**config.mk**
```make
export PLATFORM = sky130hd
export DESIGN_NAME = recovery_handler
export DESIGN_NICKNAME = d
export VERILOG_FILES = /design/src/rtl/recovery_pkg.sv /design/src/rtl/recovery_handler.sv /design/src/rtl/recovery_transmitter.sv /design/src/rtl/recovery_executor.sv /design/src/rtl/recovery_receiver.sv /design/src/rtl/payload_fifo.sv /design/src/rtl/recovery_pec.sv
export SDC_FILE = /design/constraint.sdc
export NUM_CORES = 1
export LEC_CHECK = 0
export BUFFER_PORTS_ARGS = -buffer_cell sky130_fd_sc_hd__buf_2
export CAP_MARGIN = 30
export CORE_ASPECT_RATIO = 0.8
export CORE_MARGIN = 1
export CORE_UTILIZATION = 27
export DETAILED_ROUTE_END_ITERATION = 7
export PLACE_DENSITY = 0.48
export SYNTH_ARGS = -nofsm -noshare
export SYNTH_HDL_FRONTEND = slang
export SYNTH_HIERARCHICAL = 1
export SYNTH_SLANG_ARGS = --single-unit
export TNS_END_PERCENT = 10
```
**constraint.sdc**
```tcl
create_clock -name clk_i -period 3.55 [get_ports clk_i]
set_input_delay 0.71 -clock clk_i [delete_from_list [all_inputs] [get_ports clk_i]]
set_output_delay 0.71 -clock clk_i [all_outputs]
set_load 0.005 [all_outputs]
```
**src/rtl/recovery_pkg.sv**
```systemverilog
// Recovery handler shared definitions
package recovery_pkg;

  // Bus and packet field types
  typedef logic [7:0] byte_t;
  typedef logic [15:0] rec_len_t;

  localparam int unsigned MaxPayload = 8;
  localparam int unsigned PayloadIdxW = $clog2(MaxPayload);

  typedef logic [8*MaxPayload-1:0] rec_payload_t;

  // Device status value that enables the handler
  localparam byte_t RecoveryMode = 8'h03;

  // Supported command codes
  localparam byte_t CmdProtCap = 8'd34;
  localparam byte_t CmdRecoveryCtrl = 8'd38;
  localparam byte_t CmdIndirectData = 8'd43;

  localparam rec_len_t RecoveryCtrlLen = 16'd3;
  localparam byte_t ImageActivate = 8'h0F;

  // "OCP RECV", byte 0 in the low bits
  localparam rec_payload_t ProtCapValue = 64'h5643_4552_2050_434F;

  localparam int unsigned PayloadDepth = 16;

  // Checked command from receiver to executor
  typedef struct packed {
    logic         is_rd;
    byte_t        cmd;
    rec_len_t     len;
    rec_payload_t data;
  } rec_cmd_t;

  // Read response from executor to transmitter
  typedef struct packed {
    rec_len_t     len;
    rec_payload_t data;
  } rec_resp_t;

endpackage
```
**src/rtl/recovery_handler.sv**
```systemverilog
// I3C recovery protocol handler
`timescale 1ns/1ps

module recovery_handler (
  input  logic                clk_i,
  input  logic                rst_n_i,
  input  recovery_pkg::byte_t dev_status_i,
  input  logic                rx_valid_i,
  output logic                rx_ready_o,
  input  recovery_pkg::byte_t rx_data_i,
  input  logic                bus_start_i,
  input  logic                bus_stop_i,
  input  recovery_pkg::byte_t bus_addr_i,
  input  logic                bus_addr_valid_i,
  output logic                tx_valid_o,
  input  logic                tx_ready_i,
  output recovery_pkg::byte_t tx_data_o,
  input  logic                tx_nack_i,
  output logic                payload_valid_o,
  input  logic                payload_ready_i,
  output recovery_pkg::byte_t payload_data_o,
  output logic                payload_available_o,
  output logic                image_activated_o
);
  import recovery_pkg::*;

  logic recovery_enable;
  logic engine_rst_n;

  logic      rcv_ready;
  logic      rx_pec_en;
  byte_t     rx_crc;
  byte_t     rx_pec_data;
  logic      cmd_valid;
  logic      cmd_ready;
  rec_cmd_t  cmd;

  logic      resp_valid;
  logic      resp_ready;
  rec_resp_t resp;

  logic      xmit_valid;
  logic      tx_pec_en;
  byte_t     tx_crc;
  byte_t     tx_pec_data;
  logic      exec_payload_valid;
  logic      exec_image_activated;

  assign recovery_enable = (dev_status_i == RecoveryMode);
  assign engine_rst_n = rst_n_i && recovery_enable;

  // Outside recovery mode bytes are swallowed and outputs stay quiet
  assign rx_ready_o = recovery_enable ? rcv_ready : 1'b1;
  assign tx_valid_o = xmit_valid && recovery_enable;
  assign payload_valid_o = exec_payload_valid && recovery_enable;
  assign payload_available_o = payload_valid_o;
  assign image_activated_o = exec_image_activated && recovery_enable;

  // Address byte seeds the PEC
  assign rx_pec_data = bus_addr_valid_i ? bus_addr_i : rx_data_i;
  assign tx_pec_data = bus_addr_valid_i ? bus_addr_i : tx_data_o;

  recovery_pec rx_pec_i (
    .clk_i,
    .rst_n_i(engine_rst_n),
    .clear_i(bus_start_i),
    .init_i (bus_addr_valid_i),
    .valid_i(rx_pec_en),
    .data_i (rx_pec_data),
    .crc_o  (rx_crc)
  );

  recovery_pec tx_pec_i (
    .clk_i,
    .rst_n_i(engine_rst_n),
    .clear_i(bus_start_i),
    .init_i (bus_addr_valid_i),
    .valid_i(tx_pec_en),
    .data_i (tx_pec_data),
    .crc_o  (tx_crc)
  );

  recovery_receiver receiver_i (
    .clk_i,
    .rst_n_i    (engine_rst_n),
    .rx_valid_i,
    .rx_ready_o (rcv_ready),
    .rx_data_i,
    .bus_start_i,
    .bus_stop_i,
    .bus_addr_i,
    .bus_addr_valid_i,
    .pec_en_o   (rx_pec_en),
    .pec_crc_i  (rx_crc),
    .cmd_valid_o(cmd_valid),
    .cmd_ready_i(cmd_ready),
    .cmd_o      (cmd)
  );

  recovery_executor executor_i (
    .clk_i,
    .rst_n_i          (engine_rst_n),
    .cmd_valid_i      (cmd_valid),
    .cmd_ready_o      (cmd_ready),
    .cmd_i            (cmd),
    .resp_valid_o     (resp_valid),
    .resp_ready_i     (resp_ready),
    .resp_o           (resp),
    .payload_valid_o  (exec_payload_valid),
    .payload_ready_i,
    .payload_data_o,
    .image_activated_o(exec_image_activated)
  );

  recovery_transmitter transmitter_i (
    .clk_i,
    .rst_n_i     (engine_rst_n),
    .resp_valid_i(resp_valid),
    .resp_ready_o(resp_ready),
    .resp_i      (resp),
    .tx_valid_o  (xmit_valid),
    .tx_ready_i,
    .tx_data_o,
    .host_abort_i(tx_nack_i || bus_stop_i),
    .pec_en_o    (tx_pec_en),
    .pec_crc_i   (tx_crc)
  );

endmodule

```
**src/rtl/recovery_transmitter.sv**
```systemverilog
// Recovery response transmitter
`timescale 1ns/1ps

module recovery_transmitter (
  input  logic                    clk_i,
  input  logic                    rst_n_i,
  input  logic                    resp_valid_i,
  output logic                    resp_ready_o,
  input  recovery_pkg::rec_resp_t resp_i,
  output logic                    tx_valid_o,
  input  logic                    tx_ready_i,
  output recovery_pkg::byte_t     tx_data_o,
  input  logic                    host_abort_i,
  output logic                    pec_en_o,
  input  recovery_pkg::byte_t     pec_crc_i
);
  import recovery_pkg::*;

  typedef enum logic [2:0] {
    T_IDLE,
    T_LEN_L,
    T_LEN_H,
    T_DATA,
    T_PEC
  } tx_state_e;

  tx_state_e state_q, state_d;

  rec_resp_t              resp_q;
  logic [PayloadIdxW-1:0] idx_q;

  logic tx_fire;
  logic data_last;

  assign resp_ready_o = (state_q == T_IDLE) && !host_abort_i;
  assign tx_valid_o = (state_q != T_IDLE);
  assign tx_fire = tx_valid_o && tx_ready_i;
  assign pec_en_o = tx_fire && (state_q != T_PEC);
  assign data_last = (rec_len_t'(idx_q) + rec_len_t'(1)) == resp_q.len;

  always_comb begin
    case (state_q)
      T_LEN_L: tx_data_o = resp_q.len[7:0];
      T_LEN_H: tx_data_o = resp_q.len[15:8];
      T_DATA:  tx_data_o = resp_q.data[8*idx_q +: 8];
      T_PEC:   tx_data_o = pec_crc_i;
      default: tx_data_o = '0;
    endcase
  end

  always_comb begin
    state_d = state_q;
    if (host_abort_i) begin
      // NACK or stop drops the rest of the response
      state_d = T_IDLE;
    end else begin
      case (state_q)
        T_IDLE: begin
          if (resp_valid_i) begin
            state_d = T_LEN_L;
          end
        end
        T_LEN_L: begin
          if (tx_ready_i) begin
            state_d = T_LEN_H;
          end
        end
        T_LEN_H: begin
          if (tx_ready_i) begin
            state_d = (resp_q.len == '0) ? T_PEC : T_DATA;
          end
        end
        T_DATA: begin
          if (tx_ready_i && data_last) begin
            state_d = T_PEC;
          end
        end
        T_PEC: begin
          if (tx_ready_i) begin
            state_d = T_IDLE;
          end
        end
        default: state_d = T_IDLE;
      endcase
    end
  end

  always_ff @(posedge clk_i) begin
    if (!rst_n_i) begin
      state_q <= T_IDLE;
    end else begin
      state_q <= state_d;
    end
  end

  always_ff @(posedge clk_i) begin
    if (resp_valid_i && resp_ready_o) begin
      resp_q <= resp_i;
    end
    if (tx_fire && state_q == T_LEN_H) begin
      idx_q <= '0;
    end else if (tx_fire && state_q == T_DATA) begin
      idx_q <= idx_q + 1'b1;
    end
  end

endmodule

```
**src/rtl/recovery_executor.sv**
```systemverilog
// Recovery command executor
`timescale 1ns/1ps

module recovery_executor (
  input  logic                    clk_i,
  input  logic                    rst_n_i,
  input  logic                    cmd_valid_i,
  output logic                    cmd_ready_o,
  input  recovery_pkg::rec_cmd_t  cmd_i,
  output logic                    resp_valid_o,
  input  logic                    resp_ready_i,
  output recovery_pkg::rec_resp_t resp_o,
  output logic                    payload_valid_o,
  input  logic                    payload_ready_i,
  output recovery_pkg::byte_t     payload_data_o,
  output logic                    image_activated_o
);
  import recovery_pkg::*;

  typedef enum logic {
    E_IDLE,
    E_RESP
  } exec_state_e;

  exec_state_e state_q;

  logic [8*RecoveryCtrlLen-1:0] ctrl_q;
  logic                         activated_q;
  logic [PayloadIdxW-1:0]       push_idx_q;
  rec_resp_t                    resp_q;
  rec_resp_t                    resp_d;

  logic  is_push;
  logic  push_last;
  logic  cmd_fire;
  logic  ctrl_wr;
  logic  fifo_wr_valid;
  logic  fifo_wr_ready;
  byte_t fifo_wr_data;

  assign is_push = !cmd_i.is_rd && (cmd_i.cmd == CmdIndirectData) && (cmd_i.len != '0);
  assign push_last = (rec_len_t'(push_idx_q) + rec_len_t'(1)) == cmd_i.len;

  // Image bytes go out one per cycle, command completes with the last one
  assign fifo_wr_valid = (state_q == E_IDLE) && cmd_valid_i && is_push;
  assign fifo_wr_data = cmd_i.data[8*push_idx_q +: 8];

  always_comb begin
    cmd_ready_o = 1'b0;
    if (state_q == E_IDLE) begin
      cmd_ready_o = is_push ? (fifo_wr_ready && push_last) : 1'b1;
    end
  end

  assign cmd_fire = cmd_valid_i && cmd_ready_o;
  assign ctrl_wr = cmd_fire && !cmd_i.is_rd && (cmd_i.cmd == CmdRecoveryCtrl) &&
                   (cmd_i.len == RecoveryCtrlLen);

  // Read responses
  always_comb begin
    resp_d = '0;
    case (cmd_i.cmd)
      CmdProtCap: begin
        resp_d.len = rec_len_t'($bits(ProtCapValue) / 8);
        resp_d.data = ProtCapValue;
      end
      CmdRecoveryCtrl: begin
        resp_d.len = RecoveryCtrlLen;
        resp_d.data = rec_payload_t'(ctrl_q);
      end
      default: ;
    endcase
  end

  always_ff @(posedge clk_i) begin
    if (!rst_n_i) begin
      state_q <= E_IDLE;
      ctrl_q <= '0;
      activated_q <= 1'b0;
      push_idx_q <= '0;
    end else begin
      case (state_q)
        E_IDLE: begin
          if (cmd_fire && cmd_i.is_rd) begin
            state_q <= E_RESP;
          end
        end
        E_RESP: begin
          if (resp_ready_i) begin
            state_q <= E_IDLE;
          end
        end
        default: state_q <= E_IDLE;
      endcase
      if (fifo_wr_valid && fifo_wr_ready) begin
        push_idx_q <= push_last ? '0 : push_idx_q + 1'b1;
      end
      if (ctrl_wr) begin
        ctrl_q <= cmd_i.data[8*RecoveryCtrlLen-1:0];
        if (cmd_i.data[23:16] == ImageActivate) begin
          activated_q <= 1'b1;
        end
      end
    end
  end

  always_ff @(posedge clk_i) begin
    if (cmd_fire && cmd_i.is_rd) begin
      resp_q <= resp_d;
    end
  end

  assign resp_valid_o = (state_q == E_RESP);
  assign resp_o = resp_q;
  assign image_activated_o = activated_q;

  payload_fifo #(
    .Depth(PayloadDepth)
  ) payload_fifo_i (
    .clk_i,
    .rst_n_i,
    .wr_valid_i(fifo_wr_valid),
    .wr_ready_o(fifo_wr_ready),
    .wr_data_i (fifo_wr_data),
    .rd_valid_o(payload_valid_o),
    .rd_ready_i(payload_ready_i),
    .rd_data_o (payload_data_o)
  );

endmodule

```
**src/rtl/recovery_receiver.sv**
```systemverilog
// Recovery packet receiver
`timescale 1ns/1ps

module recovery_receiver (
  input  logic                   clk_i,
  input  logic                   rst_n_i,
  input  logic                   rx_valid_i,
  output logic                   rx_ready_o,
  input  recovery_pkg::byte_t    rx_data_i,
  input  logic                   bus_start_i,
  input  logic                   bus_stop_i,
  input  recovery_pkg::byte_t    bus_addr_i,
  input  logic                   bus_addr_valid_i,
  output logic                   pec_en_o,
  input  recovery_pkg::byte_t    pec_crc_i,
  output logic                   cmd_valid_o,
  input  logic                   cmd_ready_i,
  output recovery_pkg::rec_cmd_t cmd_o
);
  import recovery_pkg::*;

  typedef enum logic [2:0] {
    S_IDLE,
    S_CMD,
    S_LEN_L,
    S_LEN_H,
    S_DATA,
    S_PEC,
    S_OFFER
  } rx_state_e;

  rx_state_e state_q, state_d;

  logic                   is_rd_q;
  byte_t                  cmd_q;
  rec_len_t               len_q;
  rec_payload_t           data_q;
  logic [PayloadIdxW-1:0] idx_q;

  logic     byte_acc;
  logic     data_last;
  rec_len_t len_next;

  assign rx_ready_o = (state_q != S_OFFER);
  assign byte_acc = rx_valid_i && rx_ready_o && !bus_addr_valid_i && !bus_stop_i &&
                    !bus_start_i;
  assign len_next = {rx_data_i, len_q[7:0]};
  assign data_last = (rec_len_t'(idx_q) + rec_len_t'(1)) == len_q;

  // Every byte ahead of the PEC goes into the checksum
  assign pec_en_o = byte_acc && (state_q inside {S_CMD, S_LEN_L, S_LEN_H, S_DATA});

  always_comb begin
    state_d = state_q;
    if (state_q == S_OFFER) begin
      if (cmd_ready_i) begin
        state_d = S_IDLE;
      end
    end else if (bus_addr_valid_i) begin
      // Read address right after a lone command byte makes a read request
      if (!bus_addr_i[0]) begin
        state_d = S_CMD;
      end else if (state_q == S_LEN_L) begin
        state_d = S_OFFER;
      end else begin
        state_d = S_IDLE;
      end
    end else if (bus_stop_i || (bus_start_i && state_q != S_LEN_L)) begin
      state_d = S_IDLE;
    end else if (byte_acc) begin
      case (state_q)
        S_CMD:   state_d = S_LEN_L;
        S_LEN_L: state_d = S_LEN_H;
        S_LEN_H: begin
          if (len_next > rec_len_t'(MaxPayload)) begin
            state_d = S_IDLE;
          end else if (len_next == '0) begin
            state_d = S_PEC;
          end else begin
            state_d = S_DATA;
          end
        end
        S_DATA: begin
          if (data_last) begin
            state_d = S_PEC;
          end
        end
        S_PEC:   state_d = (rx_data_i == pec_crc_i) ? S_OFFER : S_IDLE;
        default: state_d = state_q;
      endcase
    end
  end

  always_ff @(posedge clk_i) begin
    if (!rst_n_i) begin
      state_q <= S_IDLE;
    end else begin
      state_q <= state_d;
    end
  end

  // Packet fields
  always_ff @(posedge clk_i) begin
    if (state_q != S_OFFER && state_d == S_OFFER) begin
      is_rd_q <= bus_addr_valid_i;
    end
    if (byte_acc) begin
      case (state_q)
        S_CMD: begin
          cmd_q <= rx_data_i;
          len_q <= '0;
        end
        S_LEN_L: len_q[7:0] <= rx_data_i;
        S_LEN_H: begin
          len_q[15:8] <= rx_data_i;
          idx_q <= '0;
        end
        S_DATA: begin
          data_q[8*idx_q +: 8] <= rx_data_i;
          idx_q <= idx_q + 1'b1;
        end
        default: ;
      endcase
    end
  end

  assign cmd_valid_o = (state_q == S_OFFER);
  assign cmd_o.is_rd = is_rd_q;
  assign cmd_o.cmd = cmd_q;
  assign cmd_o.len = len_q;
  assign cmd_o.data = data_q;

endmodule

```
**src/rtl/payload_fifo.sv**
```systemverilog
// Image payload byte FIFO
`timescale 1ns/1ps

module payload_fifo #(
  parameter int unsigned Depth = recovery_pkg::PayloadDepth
) (
  input  logic                clk_i,
  input  logic                rst_n_i,
  input  logic                wr_valid_i,
  output logic                wr_ready_o,
  input  recovery_pkg::byte_t wr_data_i,
  output logic                rd_valid_o,
  input  logic                rd_ready_i,
  output recovery_pkg::byte_t rd_data_o
);
  import recovery_pkg::*;

  byte_t                    mem_q [Depth];
  logic [$clog2(Depth)-1:0] wr_ptr_q;
  logic [$clog2(Depth)-1:0] rd_ptr_q;
  logic [$clog2(Depth):0]   count_q;

  logic push;
  logic pop;

  assign wr_ready_o = (count_q != ($clog2(Depth) + 1)'(Depth));
  assign rd_valid_o = (count_q != '0);
  assign rd_data_o = mem_q[rd_ptr_q];
  assign push = wr_valid_i && wr_ready_o;
  assign pop = rd_valid_o && rd_ready_i;

  always_ff @(posedge clk_i) begin
    if (!rst_n_i) begin
      wr_ptr_q <= '0;
      rd_ptr_q <= '0;
      count_q <= '0;
    end else begin
      if (push) begin
        wr_ptr_q <= (wr_ptr_q == $clog2(Depth)'(Depth - 1)) ? '0 : wr_ptr_q + 1'b1;
      end
      if (pop) begin
        rd_ptr_q <= (rd_ptr_q == $clog2(Depth)'(Depth - 1)) ? '0 : rd_ptr_q + 1'b1;
      end
      // Simultaneous push and pop keep the count
      if (push && !pop) begin
        count_q <= count_q + 1'b1;
      end else if (pop && !push) begin
        count_q <= count_q - 1'b1;
      end
    end
  end

  always_ff @(posedge clk_i) begin
    if (push) begin
      mem_q[wr_ptr_q] <= wr_data_i;
    end
  end

endmodule

```
**src/rtl/recovery_pec.sv**
```systemverilog
// SMBus PEC accumulator
`timescale 1ns/1ps

module recovery_pec (
  input  logic                clk_i,
  input  logic                rst_n_i,
  input  logic                clear_i,
  input  logic                init_i,
  input  logic                valid_i,
  input  recovery_pkg::byte_t data_i,
  output recovery_pkg::byte_t crc_o
);
  import recovery_pkg::*;

  byte_t crc_q;

  // CRC-8, polynomial x^8 + x^2 + x + 1, MSB first
  function automatic byte_t crc8_step(byte_t crc, byte_t data);
    byte_t c;
    c = crc ^ data;
    for (int i = 0; i < 8; i++) begin
      c = c[7] ? ((c << 1) ^ 8'h07) : (c << 1);
    end
    return c;
  endfunction

  always_ff @(posedge clk_i) begin
    if (!rst_n_i) begin
      crc_q <= '0;
    end else if (init_i) begin
      crc_q <= crc8_step('0, data_i);
    end else if (clear_i) begin
      crc_q <= '0;
    end else if (valid_i) begin
      crc_q <= crc8_step(crc_q, data_i);
    end
  end

  assign crc_o = crc_q;

endmodule

```
==> results.toml <==
[outcome]
status = "complete, no violations"

[yosys]
yosys-top-cells-area = "edfxtp_1, mux4_2, dfxtp_1"
yosysSeqAreaShare_pct = 60.49
synth_area_um2 = 18530
syn_inst = 1353
yosysWarnings = 6
synth-main-ff-cell = "edfxtp_1"
ys_top_cells_by_count = "edfxtp_1, and2_1, nand2_1, dfxtp_1, mux4_2"
synth_top_area_share_pct = 52.82
synth_most_common_cell = "edfxtp_1"
synth_edf_count = 326
synth_area_per_cell_um2 = 13.70
synth_top_area_cell = "edfxtp_1"
ys_ff_latch = 397
synth.distinct_cells = 95
ys_async_sr_fraction_pct = 0

[route]
wl_per_cell_um = 17.59
drc = 0
ant_nets = 0
viasPerCell = 4.519
routed-via-count = 10740
wl_um = 41820
drt_iter0_drc = 801
dr.pass1.iters = 5

[floorplanning]
rows = 85
die_y_um = 236.3
die_area_um2 = 69700
core_um2 = 67530
initial_core_util_pct = 27.44
die_w_um = 294.9
io_pins = 54

[global_routing]
grt_max_degree = 52
first_global_vias = 10840
gr-usage-all-layers_pct = 12.31
grt_antenna_before_repair = 0
gr-total-overflow = 0
grt_pass1_wl_um = 65930

[finish]
register_area_um2 = 11210
drive_above_1_share_pct = 19.81
finalNetCount = 1475
multi_input_area_um2 = 6535
fillCellCount = 6725
area.growth.synth_to_final_pct = 14.73
diodes = 0

[cts]
clk_latency_ns = 0.58
htree_levels = 2
clk_path_buf_depth = 3
post_cts_buffers = 0
path_clk_slew_ns = 0.06
cts_tree = "built"
clock-sinks = 397
root_buffer = "clkbuf_16"
cts-buffers-inserted = 46

[timing]
fmax_ghz = 0.3053
timing.final.crit_share_pct = 92.26
setup_viol_count_final = 0
period_needed_ns = 3.275
setup_slack_ns = 0.2747
rsz0062_at_grt = "no"
max_slew.worst_pin.slew_ns = 0.9435
slew_violations = 0
hold_violations = 0
finalSetupTns_ns = 0
slew_headroom_pct = 36.44
fin_skew_ns = 0.02273

[worst_setup_path]
crit_type = "reg2reg"
arrival_ns = 3.80
worst-path-max-fanout = 10
endpoint_kind = "flop"
critPathLaunchType = "flop"
reg2regPathDepth = 14
required_ns = 4.07

[placement]
place.gp.congestion = 0.8284
dp_slack_ns = 0.1622
numPortBuffers = 53
dp_hpwl_um = 28250

[power_and_ir_drop]
p_comb_share_pct = 2.9
swShare_pct = 20.66
internal-power_mw = 7.687
clkPwrFrac_pct = 45.7
ir_drop_mv = 0.3748
p_switching_mw = 2.002
leakagePower_nw = 7.104
power_density_nw_per_um2 = 455.6
p_seq_share_pct = 51.4

[job]
cap_violations = 0

[min_path]
hold_depth = 0
min_path_type = "reg2reg"
power groups by stage:
stage	combinational, mW	clock (mW)	sequential (mW)
floorplan	0.228	0	5.08
global placement	0.276	0	5.08
detailed placement	0.276	0	5.08
CTS	0.278	4.58	4.98
global route	0.303	4.75	4.98
finish	0.280	4.43	4.98
path summary, 6_finish.rpt:
kind	endpoint	from	slack [ns]
max	executor_i/payload_fifo_i/count_q[3]$_SDFFE_PN0P_	receiver_i/state_q[0]$_SDFF_PN0_	0.27
min	transmitter_i/resp_q[8]$_DFFE_PP_	executor_i/resp_o[8]$_SDFFCE_PN0P_	0.42
min reg2reg	transmitter_i/resp_q[8]$_DFFE_PP_	executor_i/resp_o[8]$_SDFFCE_PN0P_	0.42
max reg2reg	executor_i/payload_fifo_i/count_q[3]$_SDFFE_PN0P_	receiver_i/state_q[0]$_SDFF_PN0_	0.27
worst max-delay path: stages, from the launching register on:
cell and delay (ns):
dfxtp_1 0.40, nor2b_2 0.18, nand2_1 0.16, inv_1 0.17, nor2b_1 0.28, nor2b_1 0.21, buf_4 0.17, a21boi_2 0.21
ha_1 0.19, inv_1 0.11, ha_1 0.29, a21o_2 0.11, a21oi_1 0.07, or4b_2 0.60, nand3_1 0.08
layout by cell type (no fill, tap or decap), types with 21 or more instances in the layout:
cell type / count
edfxtp_1: 326
nand2_1: 96
and2_1: 96
dfxtp_1: 70
mux4_2: 64
buf_4: 57
buf_2: 53
inv_1: 50
nor2_1: 49
xnor2_1: 47
clkbuf_16: 46
o21ai_0: 43
nand3_1: 40
conb_1: 39
a22oi_1: 24
nor3_1: 23
xor2_1: 21
a21oi_1: 21
cell families (layout without fill, tap and decap cells):
| kind of cell | after synthesis | in the layout | synth area share (%) |
|---|---|---|---|
| buffers and inverters | 177 | 250 | 5.063 |
| DFF | 397 | 397 | 60.49 |
| other | 1 | 39 | 0.02023 |
| adders and majority gates | 15 | 15 | 1.053 |
| muxes | 86 | 86 | 9.019 |
| and+or+nand+nor | 417 | 417 | 12.63 |
| AOI/OAI and AO/OA | 175 | 175 | 6.528 |
| xor gates and xnor gates | 85 | 85 | 5.198 |
through the flow:
| step | hold WS [ns] | instance area, um^2 | power [mW] | std cells | util, % |
|---|---|---|---|---|---|
| floorplan | 0.4003 | 18680 | 5.304 | 1391 | - |
| global placement | 0.4029 | 19850 | 5.352 | 2292 | 29.40 |
| detailed placement | 0.4056 | 19850 | 5.352 | 2292 | 29.40 |
| CTS | 0.4203 | 21260 | 9.833 | 2377 | 31.49 |
| global route | 0.4243 | 21260 | 10.03 | 2377 | 31.49 |
| finish | 0.4196 | 21260 | 9.689 | 2377 | 31.49 |
sequential cells by signal, summed over array words and instances (netlist names), named ones only:
signal / flops
executor_i/payload_fifo_i/mem_q: 128
transmitter_i/resp_q: 80
receiver_i/data_q: 64
executor_i/resp_o: 26
executor_i/ctrl_q: 24
receiver_i/len_q: 16
receiver_i/cmd_q: 8
rx_pec_i/crc_o: 8
tx_pec_i/crc_o: 8
executor_i/payload_fifo_i/count_q: 5
executor_i/payload_fifo_i/rd_ptr_q: 4
executor_i/payload_fifo_i/wr_ptr_q: 4
executor_i/push_idx_q: 3
receiver_i/idx_q: 3
receiver_i/state_q: 3
transmitter_i/idx_q: 3
transmitter_i/state_q: 3
executor_i/image_activated_o: 1
executor_i/resp_valid_o: 1
receiver_i/is_rd_q: 1
metal layers:
metal / vias up / GRT usage (%) / wire, um
met3: 61 / 2.045 / 1543
met2: 177 / 18.42 / 18610
met1: 5403 / 18.12 / 20770
met4: 0 / 3.630 / 886
met5: - / 0 / 0
li1: 5101 / - / -
layout make-up:
cell class              count  area share (%)
flip-flops and latches    397           52.73
multi-input cells         817           30.73
clock buffers              62           5.837
well taps                 913           5.372
repair buffers            114           3.636
inverters                  51          0.9003
clock inverters            23          0.7944
what timing repair did:
item	CTS	global route
setup endpoints to repair	0	1
hold buffers	0	0
endpoints found under the hold margin	0	0
gates resized for setup	0	1
Note: power is estimated with default switching activity, not from simulation.
